### config.mk
export PLATFORM = sky130hd
export DESIGN_NAME = soc_top
export DESIGN_NICKNAME = d
export VERILOG_FILES = /design/src/source/soc_pkg.sv /design/src/source/rst_sequencer.sv /design/src/source/devtbl_regs.sv /design/src/source/gpio_port.sv /design/src/source/pi1_router.sv /design/src/source/soc_top.sv
export SDC_FILE = /design/constraint.sdc
export NUM_CORES = 1
export LEC_CHECK = 0
export ABC_AREA = 1
export BUFFER_PORTS_ARGS = -buffer_cell sky130_fd_sc_hd__buf_4
export CAP_MARGIN = 10
export CORE_UTILIZATION = 50
export CTS_CLUSTER_SIZE = 10
export DETAILED_ROUTE_END_ITERATION = 6
export GPL_ROUTABILITY_DRIVEN = 0
export PLACE_DENSITY = 0.81
export SLEW_MARGIN = 15
export SYNTH_ARGS = -nofsm -noshare
export SYNTH_HDL_FRONTEND = slang
export SYNTH_SLANG_ARGS = --single-unit
### constraint.sdc
create_clock -name clk100mhz -period 6.9 [get_ports clk100mhz]
set_clock_uncertainty 0.05 [all_clocks]
set_input_delay 1.38 -clock clk100mhz [delete_from_list [all_inputs] [get_ports clk100mhz]]
set_output_delay 1.38 -clock clk100mhz [all_outputs]
set_load 0.1 [all_outputs]
### src/source/soc_pkg.sv
// ------------------------------------------------------------
// Bus widths, op codes, device map and counter sizes of the SoC.
// Referenced by scoped name from the RTL and the testbench.
// ------------------------------------------------------------
`default_nettype none

package soc_pkg;

	// ------------------------------------------------------------
	// PI1 bus.
	localparam int ARCHBITSZ = 32;
	localparam int SELBITSZ = ARCHBITSZ / 8;
	localparam int ADDRBITSZ = ARCHBITSZ - $clog2(SELBITSZ); // Word address.

	localparam logic [1:0] PI1_OP_IDLE = 2'd0;
	localparam logic [1:0] PI1_OP_WRITE = 2'd1;
	localparam logic [1:0] PI1_OP_READ = 2'd2;

	// ------------------------------------------------------------
	// Device map.
	localparam int DEV_COUNT = 3;
	localparam int DEV_IDX_BITSZ = $clog2(DEV_COUNT);

	localparam logic [DEV_IDX_BITSZ-1:0] DEV_IDX_DEVTBL = 2'd0;
	localparam logic [DEV_IDX_BITSZ-1:0] DEV_IDX_GPIO = 2'd1;
	localparam logic [DEV_IDX_BITSZ-1:0] DEV_IDX_INVALID = 2'd2;

	localparam logic [ARCHBITSZ-1:0] DEVTBL_ID = 32'd7;
	localparam logic [ARCHBITSZ-1:0] GPIO_ID = 32'd6;
	localparam logic [ARCHBITSZ-1:0] INVALID_ID = 32'd0;

	// Sizes in words.
	localparam logic [ADDRBITSZ-1:0] DEVTBL_MAPSZ = 30'd16;
	localparam logic [ADDRBITSZ-1:0] GPIO_MAPSZ = 30'd4;
	localparam logic [ADDRBITSZ-1:0] INVALID_MAPSZ = 30'd1024;

	localparam logic [ADDRBITSZ-1:0] DEVTBL_BASE = 30'd0;
	localparam logic [ADDRBITSZ-1:0] GPIO_BASE = DEVTBL_BASE + DEVTBL_MAPSZ;

	localparam int DEVTBL_ADDRBITSZ = $clog2(DEVTBL_MAPSZ);
	localparam int GPIO_ADDRBITSZ = $clog2(GPIO_MAPSZ);

	localparam logic [DEV_COUNT-1:0] USEINTR_FLAGS = 3'b010; // Indexed by table entry.
	localparam logic [DEVTBL_ADDRBITSZ-1:0] DEVTBL_CTRL_WORD = 4'd15;

	localparam int GPIO_COUNT = 8;

	// ------------------------------------------------------------
	// Counters.
	localparam int RST_CNTR_BITSZ = 8;
	localparam logic [RST_CNTR_BITSZ-1:0] RST_CYCLES = '1;
	localparam int ACTIVITY_CNTR_BITSZ = 7;
	localparam logic [ACTIVITY_CNTR_BITSZ-1:0] ACTIVITY_HOLDOFF = '1;

endpackage

`default_nettype wire

### src/source/rst_sequencer.sv
// ------------------------------------------------------------
// Peripheral reset sequencer with software warm, cold and power-off.
// ------------------------------------------------------------
`timescale 1ns/10ps
`default_nettype none

module rst_sequencer (
	input  logic clk100mhz,
	input  logic rst_p,
	input  logic sw_rst0_i,
	input  logic sw_rst1_i,
	output logic periph_rst_o
);

	logic [soc_pkg::RST_CNTR_BITSZ-1:0] rst_cntr;
	logic pwroff_q;
	logic sw_warm;
	logic sw_cold;
	logic sw_pwroff;

	// Request decode from the two control bits.
	assign sw_warm = !sw_rst0_i && sw_rst1_i;
	assign sw_cold = sw_rst0_i && sw_rst1_i; // Same effect as warm here.
	assign sw_pwroff = sw_rst0_i && !sw_rst1_i;

	// ------------------------------------------------------------
	// Hold-off counter.
	always_ff @(posedge clk100mhz) begin
		if (rst_p || sw_warm || sw_cold) begin
			rst_cntr <= soc_pkg::RST_CYCLES;
		end else if (rst_cntr != '0) begin
			rst_cntr <= rst_cntr - 1'b1;
		end
	end

	// Power-off stays latched until the board reset.
	always_ff @(posedge clk100mhz) begin
		if (rst_p) begin
			pwroff_q <= 1'b0;
		end else if (sw_pwroff) begin
			pwroff_q <= 1'b1;
		end
	end

	assign periph_rst_o = (rst_cntr != '0) || pwroff_q;

endmodule

`default_nettype wire

### src/source/devtbl_regs.sv
// ------------------------------------------------------------
// Read-only device table on PI1, plus the software reset control word.
// Entry k is at words 2k (id) and 2k+1 (useintr flag and map size).
// ------------------------------------------------------------
`timescale 1ns/10ps
`default_nettype none

module devtbl_regs (
	input  logic                                  clk100mhz,
	input  logic                                  rst_p,
	input  logic [1:0]                            op_i,
	input  logic [soc_pkg::DEVTBL_ADDRBITSZ-1:0]  addr_i,
	input  logic [soc_pkg::ARCHBITSZ-1:0]         data_i,
	input  logic [soc_pkg::SELBITSZ-1:0]          sel_i,
	output logic [soc_pkg::ARCHBITSZ-1:0]         data_o,
	output logic                                  rdy_o,
	output logic                                  sw_rst0_o,
	output logic                                  sw_rst1_o
);

	logic [soc_pkg::ARCHBITSZ-1:0] dev_id [soc_pkg::DEV_COUNT];
	logic [soc_pkg::ARCHBITSZ-2:0] dev_mapsz [soc_pkg::DEV_COUNT];
	logic [soc_pkg::ARCHBITSZ-1:0] rd_word;
	logic req;
	logic wr_ctrl;

	// ------------------------------------------------------------
	// Table contents.
	assign dev_id[soc_pkg::DEV_IDX_DEVTBL] = soc_pkg::DEVTBL_ID;
	assign dev_id[soc_pkg::DEV_IDX_GPIO] = soc_pkg::GPIO_ID;
	assign dev_id[soc_pkg::DEV_IDX_INVALID] = soc_pkg::INVALID_ID;

	assign dev_mapsz[soc_pkg::DEV_IDX_DEVTBL] = {1'b0, soc_pkg::DEVTBL_MAPSZ};
	assign dev_mapsz[soc_pkg::DEV_IDX_GPIO] = {1'b0, soc_pkg::GPIO_MAPSZ};
	assign dev_mapsz[soc_pkg::DEV_IDX_INVALID] = {1'b0, soc_pkg::INVALID_MAPSZ};

	always_comb begin
		rd_word = '0;
		for (int k = 0; k < soc_pkg::DEV_COUNT; k++) begin
			if (addr_i[soc_pkg::DEVTBL_ADDRBITSZ-1:1] == (soc_pkg::DEVTBL_ADDRBITSZ-1)'(k)) begin
				rd_word = addr_i[0] ? {soc_pkg::USEINTR_FLAGS[k], dev_mapsz[k]} : dev_id[k];
			end
		end
		if (addr_i == soc_pkg::DEVTBL_CTRL_WORD) begin
			rd_word = {{(soc_pkg::ARCHBITSZ-2){1'b0}}, sw_rst1_o, sw_rst0_o};
		end
	end

	// ------------------------------------------------------------
	// PI1 slave side.
	assign req = (op_i != soc_pkg::PI1_OP_IDLE);

	always_ff @(posedge clk100mhz) begin
		if (rst_p) begin
			rdy_o <= 1'b0;
		end else begin
			rdy_o <= req && !rdy_o; // One cycle after the request.
		end
	end

	always_ff @(posedge clk100mhz) begin
		if (req && !rdy_o) begin
			data_o <= rd_word;
		end
	end

	// Control word lands at the completing edge.
	assign wr_ctrl = (op_i == soc_pkg::PI1_OP_WRITE) && rdy_o &&
		(addr_i == soc_pkg::DEVTBL_CTRL_WORD) && sel_i[0];

	always_ff @(posedge clk100mhz) begin
		if (rst_p) begin
			sw_rst0_o <= 1'b0;
			sw_rst1_o <= 1'b0;
		end else if (wr_ctrl) begin
			sw_rst0_o <= data_i[0];
			sw_rst1_o <= data_i[1];
		end
	end

endmodule

`default_nettype wire

### src/source/gpio_port.sv
// ------------------------------------------------------------
// GPIO on PI1. Word 0 reads the synchronised inputs, word 1 the outputs.
// ------------------------------------------------------------
`timescale 1ns/10ps
`default_nettype none

module gpio_port (
	input  logic                                clk100mhz,
	input  logic                                rst_p,
	input  logic [1:0]                          op_i,
	input  logic [soc_pkg::GPIO_ADDRBITSZ-1:0]  addr_i,
	input  logic [soc_pkg::ARCHBITSZ-1:0]       data_i,
	input  logic [soc_pkg::SELBITSZ-1:0]        sel_i,
	input  logic [soc_pkg::GPIO_COUNT-1:0]      gp_i,
	output logic [soc_pkg::ARCHBITSZ-1:0]       data_o,
	output logic                                rdy_o,
	output logic [soc_pkg::GPIO_COUNT-1:0]      gp_o
);

	logic [soc_pkg::GPIO_COUNT-1:0] gp_meta;
	logic [soc_pkg::GPIO_COUNT-1:0] gp_sync;
	logic [soc_pkg::ARCHBITSZ-1:0] rd_word;
	logic req;
	logic wr_out;

	// Two-flop input synchroniser.
	always_ff @(posedge clk100mhz) begin
		gp_meta <= gp_i;
		gp_sync <= gp_meta;
	end

	always_comb begin
		case (addr_i)
			2'd0: rd_word = {{(soc_pkg::ARCHBITSZ-soc_pkg::GPIO_COUNT){1'b0}}, gp_sync};
			2'd1: rd_word = {{(soc_pkg::ARCHBITSZ-soc_pkg::GPIO_COUNT){1'b0}}, gp_o};
			default: rd_word = '0;
		endcase
	end

	// ------------------------------------------------------------
	// PI1 slave side.
	assign req = (op_i != soc_pkg::PI1_OP_IDLE);
	assign wr_out = (op_i == soc_pkg::PI1_OP_WRITE) && rdy_o && (addr_i == 2'd1) && sel_i[0];

	always_ff @(posedge clk100mhz) begin
		if (rst_p) begin
			rdy_o <= 1'b0;
		end else begin
			rdy_o <= req && !rdy_o;
		end
	end

	always_ff @(posedge clk100mhz) begin
		if (req && !rdy_o) begin
			data_o <= rd_word; // Valid in the ready cycle.
		end
	end

	always_ff @(posedge clk100mhz) begin
		if (rst_p) begin
			gp_o <= '0;
		end else if (wr_out) begin
			gp_o <= data_i[soc_pkg::GPIO_COUNT-1:0];
		end
	end

endmodule

`default_nettype wire

### src/source/pi1_router.sv
// ------------------------------------------------------------
// PI1 address router for one master, with invalid-device responder
// and the bus activity blinker.
// ------------------------------------------------------------
`timescale 1ns/10ps
`default_nettype none

module pi1_router (
	input  logic                                  clk100mhz,
	input  logic                                  rst_p,
	input  logic [1:0]                            m_op_i,
	input  logic [soc_pkg::ADDRBITSZ-1:0]         m_addr_i,
	input  logic [soc_pkg::ARCHBITSZ-1:0]         m_data_i,
	input  logic [soc_pkg::SELBITSZ-1:0]          m_sel_i,
	input  logic [soc_pkg::ARCHBITSZ-1:0]         devtbl_data_i,
	input  logic                                  devtbl_rdy_i,
	input  logic [soc_pkg::ARCHBITSZ-1:0]         gpio_data_i,
	input  logic                                  gpio_rdy_i,
	output logic [soc_pkg::ARCHBITSZ-1:0]         m_data_o,
	output logic                                  m_rdy_o,
	output logic [1:0]                            devtbl_op_o,
	output logic [soc_pkg::DEVTBL_ADDRBITSZ-1:0]  devtbl_addr_o,
	output logic [soc_pkg::ARCHBITSZ-1:0]         devtbl_data_o,
	output logic [soc_pkg::SELBITSZ-1:0]          devtbl_sel_o,
	output logic [1:0]                            gpio_op_o,
	output logic [soc_pkg::GPIO_ADDRBITSZ-1:0]    gpio_addr_o,
	output logic [soc_pkg::ARCHBITSZ-1:0]         gpio_data_o,
	output logic [soc_pkg::SELBITSZ-1:0]          gpio_sel_o,
	output logic                                  activity_o
);

	logic [soc_pkg::ADDRBITSZ-1:0] devtbl_off;
	logic [soc_pkg::ADDRBITSZ-1:0] gpio_off;
	logic [soc_pkg::DEV_IDX_BITSZ-1:0] dec_idx;
	logic [soc_pkg::DEV_IDX_BITSZ-1:0] idx_q;
	logic [soc_pkg::DEV_IDX_BITSZ-1:0] cur_idx;
	logic busy_q;
	logic req;
	logic [1:0] fwd_op;
	logic inv_rdy_q;
	logic [soc_pkg::ACTIVITY_CNTR_BITSZ-1:0] act_cntr;

	// ------------------------------------------------------------
	// Address decode.
	assign devtbl_off = m_addr_i - soc_pkg::DEVTBL_BASE;
	assign gpio_off = m_addr_i - soc_pkg::GPIO_BASE;

	always_comb begin
		if (devtbl_off < soc_pkg::DEVTBL_MAPSZ) begin
			dec_idx = soc_pkg::DEV_IDX_DEVTBL;
		end else if (gpio_off < soc_pkg::GPIO_MAPSZ) begin
			dec_idx = soc_pkg::DEV_IDX_GPIO;
		end else begin
			dec_idx = soc_pkg::DEV_IDX_INVALID; // Everything else.
		end
	end

	assign req = (m_op_i != soc_pkg::PI1_OP_IDLE);
	assign cur_idx = busy_q ? idx_q : dec_idx;

	// Swap (op 3) goes out as a plain read.
	always_comb begin
		if (!req) begin
			fwd_op = soc_pkg::PI1_OP_IDLE;
		end else if (m_op_i == soc_pkg::PI1_OP_WRITE) begin
			fwd_op = soc_pkg::PI1_OP_WRITE;
		end else begin
			fwd_op = soc_pkg::PI1_OP_READ;
		end
	end

	assign devtbl_op_o = (cur_idx == soc_pkg::DEV_IDX_DEVTBL) ? fwd_op : soc_pkg::PI1_OP_IDLE;
	assign devtbl_addr_o = devtbl_off[soc_pkg::DEVTBL_ADDRBITSZ-1:0];
	assign devtbl_data_o = m_data_i;
	assign devtbl_sel_o = m_sel_i;

	assign gpio_op_o = (cur_idx == soc_pkg::DEV_IDX_GPIO) ? fwd_op : soc_pkg::PI1_OP_IDLE;
	assign gpio_addr_o = gpio_off[soc_pkg::GPIO_ADDRBITSZ-1:0];
	assign gpio_data_o = m_data_i;
	assign gpio_sel_o = m_sel_i;

	// ------------------------------------------------------------
	// Open access tracking and invalid responder.
	always_ff @(posedge clk100mhz) begin
		if (rst_p) begin
			busy_q <= 1'b0;
			idx_q <= soc_pkg::DEV_IDX_INVALID;
		end else begin
			if (m_rdy_o) begin
				busy_q <= 1'b0; // Completes at this edge.
			end else if (req) begin
				busy_q <= 1'b1;
			end
			if (!busy_q) begin
				idx_q <= dec_idx;
			end
		end
	end

	always_ff @(posedge clk100mhz) begin
		if (rst_p) begin
			inv_rdy_q <= 1'b0;
		end else begin
			inv_rdy_q <= (cur_idx == soc_pkg::DEV_IDX_INVALID) && req && !inv_rdy_q;
		end
	end

	always_comb begin
		case (cur_idx)
			soc_pkg::DEV_IDX_DEVTBL: begin
				m_data_o = devtbl_data_i;
				m_rdy_o = devtbl_rdy_i;
			end
			soc_pkg::DEV_IDX_GPIO: begin
				m_data_o = gpio_data_i;
				m_rdy_o = gpio_rdy_i;
			end
			default: begin
				m_data_o = '0;
				m_rdy_o = inv_rdy_q;
			end
		endcase
	end

	// ------------------------------------------------------------
	// Activity blinker.
	always_ff @(posedge clk100mhz) begin
		if (rst_p) begin
			act_cntr <= '0;
			activity_o <= 1'b0;
		end else if (act_cntr != '0) begin
			activity_o <= 1'b0;
			act_cntr <= act_cntr - 1'b1;
		end else if (m_rdy_o) begin
			activity_o <= 1'b1;
			act_cntr <= soc_pkg::ACTIVITY_HOLDOFF;
		end else begin
			activity_o <= 1'b0;
		end
	end

endmodule

`default_nettype wire

### src/source/soc_top.sv
// ------------------------------------------------------------
// SoC bus fabric top. External PI1 master port, device table, GPIO
// and the peripheral reset sequencer.
// ------------------------------------------------------------
`timescale 1ns/10ps
`default_nettype none

module soc_top (
	input  logic                              clk100mhz,
	input  logic                              rst_p,
	input  logic [1:0]                        m_op_i,
	input  logic [soc_pkg::ADDRBITSZ-1:0]     m_addr_i,
	input  logic [soc_pkg::ARCHBITSZ-1:0]     m_data_i,
	input  logic [soc_pkg::SELBITSZ-1:0]      m_sel_i,
	input  logic [soc_pkg::GPIO_COUNT-1:0]    gp_i,
	output logic [soc_pkg::ARCHBITSZ-1:0]     m_data_o,
	output logic                              m_rdy_o,
	output logic [soc_pkg::GPIO_COUNT-1:0]    gp_o,
	output logic                              periph_rst_o,
	output logic                              activity_o
);

	logic periph_rst;
	logic sw_rst0;
	logic sw_rst1;

	// ------------------------------------------------------------
	// Router to slave nets.
	logic [1:0] devtbl_op;
	logic [soc_pkg::DEVTBL_ADDRBITSZ-1:0] devtbl_addr;
	logic [soc_pkg::ARCHBITSZ-1:0] devtbl_wdata;
	logic [soc_pkg::ARCHBITSZ-1:0] devtbl_rdata;
	logic [soc_pkg::SELBITSZ-1:0] devtbl_sel;
	logic devtbl_rdy;

	logic [1:0] gpio_op;
	logic [soc_pkg::GPIO_ADDRBITSZ-1:0] gpio_addr;
	logic [soc_pkg::ARCHBITSZ-1:0] gpio_wdata;
	logic [soc_pkg::ARCHBITSZ-1:0] gpio_rdata;
	logic [soc_pkg::SELBITSZ-1:0] gpio_sel;
	logic gpio_rdy;

	pi1_router pi1_router_inst (
		.clk100mhz     (clk100mhz),
		.rst_p         (periph_rst),
		.m_op_i        (m_op_i),
		.m_addr_i      (m_addr_i),
		.m_data_i      (m_data_i),
		.m_sel_i       (m_sel_i),
		.devtbl_data_i (devtbl_rdata),
		.devtbl_rdy_i  (devtbl_rdy),
		.gpio_data_i   (gpio_rdata),
		.gpio_rdy_i    (gpio_rdy),
		.m_data_o      (m_data_o),
		.m_rdy_o       (m_rdy_o),
		.devtbl_op_o   (devtbl_op),
		.devtbl_addr_o (devtbl_addr),
		.devtbl_data_o (devtbl_wdata),
		.devtbl_sel_o  (devtbl_sel),
		.gpio_op_o     (gpio_op),
		.gpio_addr_o   (gpio_addr),
		.gpio_data_o   (gpio_wdata),
		.gpio_sel_o    (gpio_sel),
		.activity_o    (activity_o)
	);

	devtbl_regs devtbl_regs_inst (
		.clk100mhz (clk100mhz),
		.rst_p     (periph_rst),
		.op_i      (devtbl_op),
		.addr_i    (devtbl_addr),
		.data_i    (devtbl_wdata),
		.sel_i     (devtbl_sel),
		.data_o    (devtbl_rdata),
		.rdy_o     (devtbl_rdy),
		.sw_rst0_o (sw_rst0),
		.sw_rst1_o (sw_rst1)
	);

	gpio_port gpio_port_inst (
		.clk100mhz (clk100mhz),
		.rst_p     (periph_rst),
		.op_i      (gpio_op),
		.addr_i    (gpio_addr),
		.data_i    (gpio_wdata),
		.sel_i     (gpio_sel),
		.gp_i      (gp_i),
		.data_o    (gpio_rdata),
		.rdy_o     (gpio_rdy),
		.gp_o      (gp_o)
	);

	// Board reset only reaches the sequencer.
	rst_sequencer rst_sequencer_inst (
		.clk100mhz    (clk100mhz),
		.rst_p        (rst_p),
		.sw_rst0_i    (sw_rst0),
		.sw_rst1_i    (sw_rst1),
		.periph_rst_o (periph_rst)
	);

	assign periph_rst_o = periph_rst;

endmodule

`default_nettype wire

# Word-level counts from Yosys, hierarchy flattened
# Index checks and enable logic that the tools add are counted.
classes:
  n_eq_ne: 9
  muxes: 20
  add_sub_neg: 3
  reduce_logical: 32
  magnitude_cmp: 2
op_table:
  columns: ["operator", "n"]
  rows:
  - ["$mux 32", 4]
  - ["$pmux 32 s2", 1]
  - ["$lt 30x3->1 const B", 1]
  - ["$lt 30x5->1 const B", 1]
  - ["$sub 30x5->30 const B", 1]
  - ["$mux 2", 8]
  - ["$pmux 8 s2", 1]
  - ["$mux 7", 2]
  - ["$logic_and 1x1->1", 13]
  - ["$mux 11", 1]
  - ["$eq 2x1->1 const B", 5]
  - ["$reduce_bool 2->1", 4]
  - ["$reduce_bool 8->1", 1]
  - ["$sub 8x1->8 const B", 1]
  - ["$reduce_bool 7->1", 1]
  - ["$sub 7x1->7 const B", 1]
  - ["$logic_not 1->1", 5]
  - ["$mux 5", 1]
  - ["$eq 4x4->1 const B", 1]
  - ["$logic_not 2->1", 2]
  - ["$reduce_or 2->1", 2]
  - ["$eq 3x1->1 const B", 1]
  - ["$eq 3x2->1 const B", 1]
  - ["$logic_not 3->1", 1]
  - ["4 further kinds", 6]
word_totals:
  wordCells: 83
  regBits: 113
  inputBits: 78

# Longest topological paths before layout
depth:
  word_depth: 11
  mapped_depth: 18
  mapped_depth_nobuf: 18

# By module
# From an unflattened synthesis, not the netlist that was laid out.
unflattened:
  cells_unflattened: 684
  hier_area_um2: 4879.7
modules_own_cells:
  columns: ["mod", "seq_area_each_um2", "area_per_inst_um2", "n_inst", "cells_per_inst"]
  rows:
  - ["pi1_router", 240.2, 2412.3, 1, 401]
  - ["gpio_port", 740.7, 1332.5, 1, 136]
  - ["devtbl_regs", 240.2, 620.6, 1, 71]
  - ["rst_sequencer", 180.2, 514.2, 1, 76]

# Worst setup path before layout
# OpenSTA, ideal clock, no wires.
synth_path:
  path_kind: "input-to-output"
  startpoint: "in m_addr_i[10] (netlist name)"
  endpoint: "out m_data_o[10] (netlist name)"
  required_ns: 5.470
  path_slack_ns: 1.470
  t_arrival_ns: 4.000
  cell_stages: 14
  n_path_buf: 1
  cell_sequence: "nor2_1 > nand2_1 > nor2_4 > nand2_2 > nor2_2 > nor2_1 > nor2_2 > nand2_1 > nor2_4 > nand2_2 > a21oi_4 > buf_2 > nand2_1 > nor2_1"
synth_between:
  elab_chain_cells: 7
synth_lines:
  columns: ["item", "line", "text"]
  rows:
  - ["start: declaration", "soc_top.sv:12", "input logic [soc_pkg::ADDRBITSZ-1:0] m_addr_i,"]
  - ["$sub 30x5->30", "pi1_router.sv:46", "assign gpio_off = m_addr_i - soc_pkg::GPIO_BASE;"]
  - ["$lt 30x3->1", "pi1_router.sv:51", "end else if (gpio_off < soc_pkg::GPIO_MAPSZ) begin"]
  - ["$mux 2", "pi1_router.sv:51", null]
  - ["$mux 2 (*)", "pi1_router.sv:49", "if (devtbl_off < soc_pkg::DEVTBL_MAPSZ) begin"]
  - ["$mux 2 (*)", "pi1_router.sv:59", "assign cur_idx = busy_q ? idx_q : dec_idx;"]
  - ["$eq 2x1->1 / $logic_not 2->1 (equally long branches)", "pi1_router.sv:109", "case (cur_idx)"]
  - ["$pmux 32 s2 (*)", "pi1_router.sv:109", null]
  - ["end: declaration", "soc_top.sv:16", "output logic [soc_pkg::ARCHBITSZ-1:0] m_data_o,"]
# Every way passes the cells marked *; elsewhere a longest branch is shown, timed or not.

# Worst setup path in the final report
layout_path:
  startpoint: "in m_addr_i[7] (netlist name)"
  endpoint: "out m_data_o[7] (netlist name)"
# The elaborated chain is that of the path after synthesis.

==> results.md <==
- # hold bufs at CTS: 0
- Final worst path period need: 5.18 ns
- Setup Viol. Count Final: 0
- GR Overflow Total: 0
- CP max stage delay: roughly 0.34 ns
- GRT Total Usage: 22.0%
- Simple-gate portion of the synthesized area: a little under two fifths
- CTS tree: built
- HP Class: reg -> reg
- Fin. max-slew vios: 0
- Total negative slack: 0 ns
- Inserted Clock Buffers: 9
- Layout area overhead: 22.3%
- Critical Path AT: 3.75 ns
- Setup CP Type: in -> out
- DR pass1 iterations: 5
- First-pass GRT wire length: between 10000 and 15000 µm
- Rows: 29
- Max-cap violations: 0
- Total power: ~0.83 mW
- Nets: slightly above 600
- Vias in the first global route: 2884
- PD cells: 207 mW/mm²
- Crit path max-delay family: simple AND/OR/NAND/NOR gates
- Worst path bufs/invs: 2
- WHS: around 0.28 ns
- Synthesized flop and latch total: 63
- Initial Utilization: roughly 52%
- Leakage: just under 2 nW
- CP Max Fanout: 13
- Core Area: ~0.0063 mm²
- Register area share after synthesis: between 40% and 50%
- Final Non-Filler Cells: between 600 and 700
- CTS clk-pin slew, worst paths: about 0.06 ns
- Diodes inserted: 0
- Post-synthesis mux area share: 0%
- Worst-Skew Late Latency: ~0.35 ns
- Most common cell after layout, fill and taps aside: nand2_1
- CP Capture Type: output pin
- VDD IR max: between 0.15 and 0.2 mV
- I/O Pins: 121
- Die area: approximately 0.0069 mm²
- Via-to-Cell Ratio: slightly below 5
- CTS max path bufs: 2
- Die Ht: slightly above 80 µm
- Netlist area before placement: roughly 0.0033 mm²
- Final antenna-violating net count: 0
- Residual DRC: 0
- Dpl cells: 594
- Layout cells sized above 1: about 22%
- Status: completed
- CTS sink cnt: 63
- Most frequent cells in the layout: nand2_1, nor2_1, buf_4
- Hold Violations, Final: 0
- Critical Path RT: 5.47 ns
- Syn Area/Cell: just over 7 µm²
- Tcrit/Tclk final: roughly 75%
- Worst-margin pin slew: between 1 and 1.5 ns
- CTS root buf: clkbuf_8
- Slew HR: about a third
- Resize count post-CTS: 0
- Synth Instances: 451
- Synth cell types: 34
- Post-CTS setup buffer count: 0
- Critical Path Source Type: input pin
- Initial antenna violation count: 0
- Unrepaired setup endpoints after global routing: no
- CP cell instances: buf_4, nor2_2, nand2_2, nor3_1, nand2_1, a21boi_1, nand3_1, nor2_1, nand2_2, a21oi_4, nand2_1, nor2_1, buf_4
- # port buffers: around 70
- Fraction of registers with async set/reset: 0%
- Drt initial violations: around 90
- Primary FF master, synth: dfxtp_1
- Synthesis Warnings: 0
- Die Width: 82.8 µm
- Largest family of logic cells by synthesized area: simple AND/OR/NAND/NOR gates
- Fmax: 193 MHz
- Post-synth EDFFs: 14
- H-tree depth: 3
- Critical path's slowest cell: a21oi_4
- DR WL/cell: 11.7 µm
- Adder and majority gate portion of the synthesized area: approximately 1.1%
- DP Wirelength: 5370 µm
- Synth Area in XOR/XNOR: under 10%
- Pin count of the biggest net entering global routing: 17
- Vias: a little under 3000
- Synth Area in Compound Gates: under 10%
- Final WL: between 7000 and 8000 µm
[flip-flops by register name (all words and copies together), names as in the netlist]
| register | cells |
|---|---|
| gpio_port_inst.data_o | 8 |
| pi1_router_inst.busy_q | 1 |
| pi1_router_inst.activity_o | 1 |
| gpio_port_inst.gp_o | 8 |
| gpio_port_inst.rdy_o | 1 |
| devtbl_regs_inst.rdy_o | 1 |
| rst_sequencer_inst.pwroff_q | 1 |
| devtbl_regs_inst.sw_rst1_o | 1 |
| devtbl_regs_inst.data_o | 6 |
| gpio_port_inst.gp_sync | 8 |
| rst_sequencer_inst.rst_cntr | 8 |
| pi1_router_inst.act_cntr | 7 |
| gpio_port_inst.gp_meta | 8 |
| devtbl_regs_inst.sw_rst0_o | 1 |
| pi1_router_inst.inv_rdy_q | 1 |
| pi1_router_inst.idx_q | 2 |
[cell usage after synthesis (2+ instances only)]
| library cell | n | area share (%) |
|---|---|---|
| o21ai_0 | 18 | 2.8 |
| or2_2 | 2 | 0.38 |
| nand2_1 | 106 | 12 |
| nor2_4 | 4 | 1.4 |
| nor2_2 | 8 | 1.5 |
| nor3_1 | 13 | 2.0 |
| nor2_1 | 87 | 10 |
| nand2_2 | 9 | 1.7 |
| nand3_1 | 28 | 4.3 |
| nand4_1 | 2 | 0.38 |
| inv_1 | 53 | 6.1 |
| nand3_2 | 2 | 0.61 |
| edfxtp_1 | 14 | 13 |
| ha_1 | 3 | 1.1 |
| a21oi_1 | 7 | 1.1 |
| dfxtp_1 | 49 | 30 |
| xnor2_1 | 4 | 1.1 |
| nor4_1 | 2 | 0.38 |
| inv_2 | 2 | 0.23 |
| buf_4 | 23 | 5.3 |
| buf_2 | 2 | 0.31 |
[metal layers]
layer  part of all wire [%]  track usage, %
met5                      0               0
met4                    3.5            13.3
met3                    6.2            7.16
met2                     49            37.0
met1                     41            24.2
[logic make-up (layout without fill, tap and decap cells)]
kind of cell,Yosys count,in the layout
fa+ha+maj,3,3
buf+inv,81,142
xor+xnor,4,4
compound gates,30,30
flops,63,63
simple gates,269,269
other cells,1,22
[report_power, final]
group / switching [mW] / internal [mW]
Clock: 0.139 / 0.198
Combinational: 0.0795 / 0.0273
Sequential: 0.00203 / 0.382
Total: 0.221 / 0.607
[path summary, 6_finish.rpt]
kind | from | to | slack (ns) | cells past startpoint
hold reg to reg | gpio_port_inst.gp_meta[6] | gpio_port_inst.gp_sync[6] | 0.28 | 0
hold / removal | gpio_port_inst.gp_meta[6] | gpio_port_inst.gp_sync[6] | 0.28 | 0
setup reg to reg | rst_sequencer_inst.rst_cntr[0] | pi1_router_inst.inv_rdy_q | 3.71 | 14
setup / recovery | m_addr_i[7] | m_data_o[7] | 1.72 | 13
[cell type report]
cell class,count,area [µm²]
sequential,63,1400
clock buffer,13,170
timing repair buffer,71,533
multi-input combinational,328,1550
inverter,55,206
tap,77,96.3
fill,570,2320
clock inverter,3,40.0
[metrics by stage]
| step | utilization (%) | setup WS (ns) | area (µm²) |
|---|---|---|---|
| 2_1_floorplan | - | 1.47 | 3340 |
| 3_3_place_gp | 59.8 | 1.80 | 3780 |
| 3_5_place_dp | 59.8 | 1.76 | 3780 |
| 4_1_cts | 63.2 | 1.76 | 3990 |
| 5_1_grt | 63.3 | 1.44 | 3990 |
| 6_report | 63.3 | 1.72 | 3990 |
Note: power is estimated with default switching activity, not from simulation.
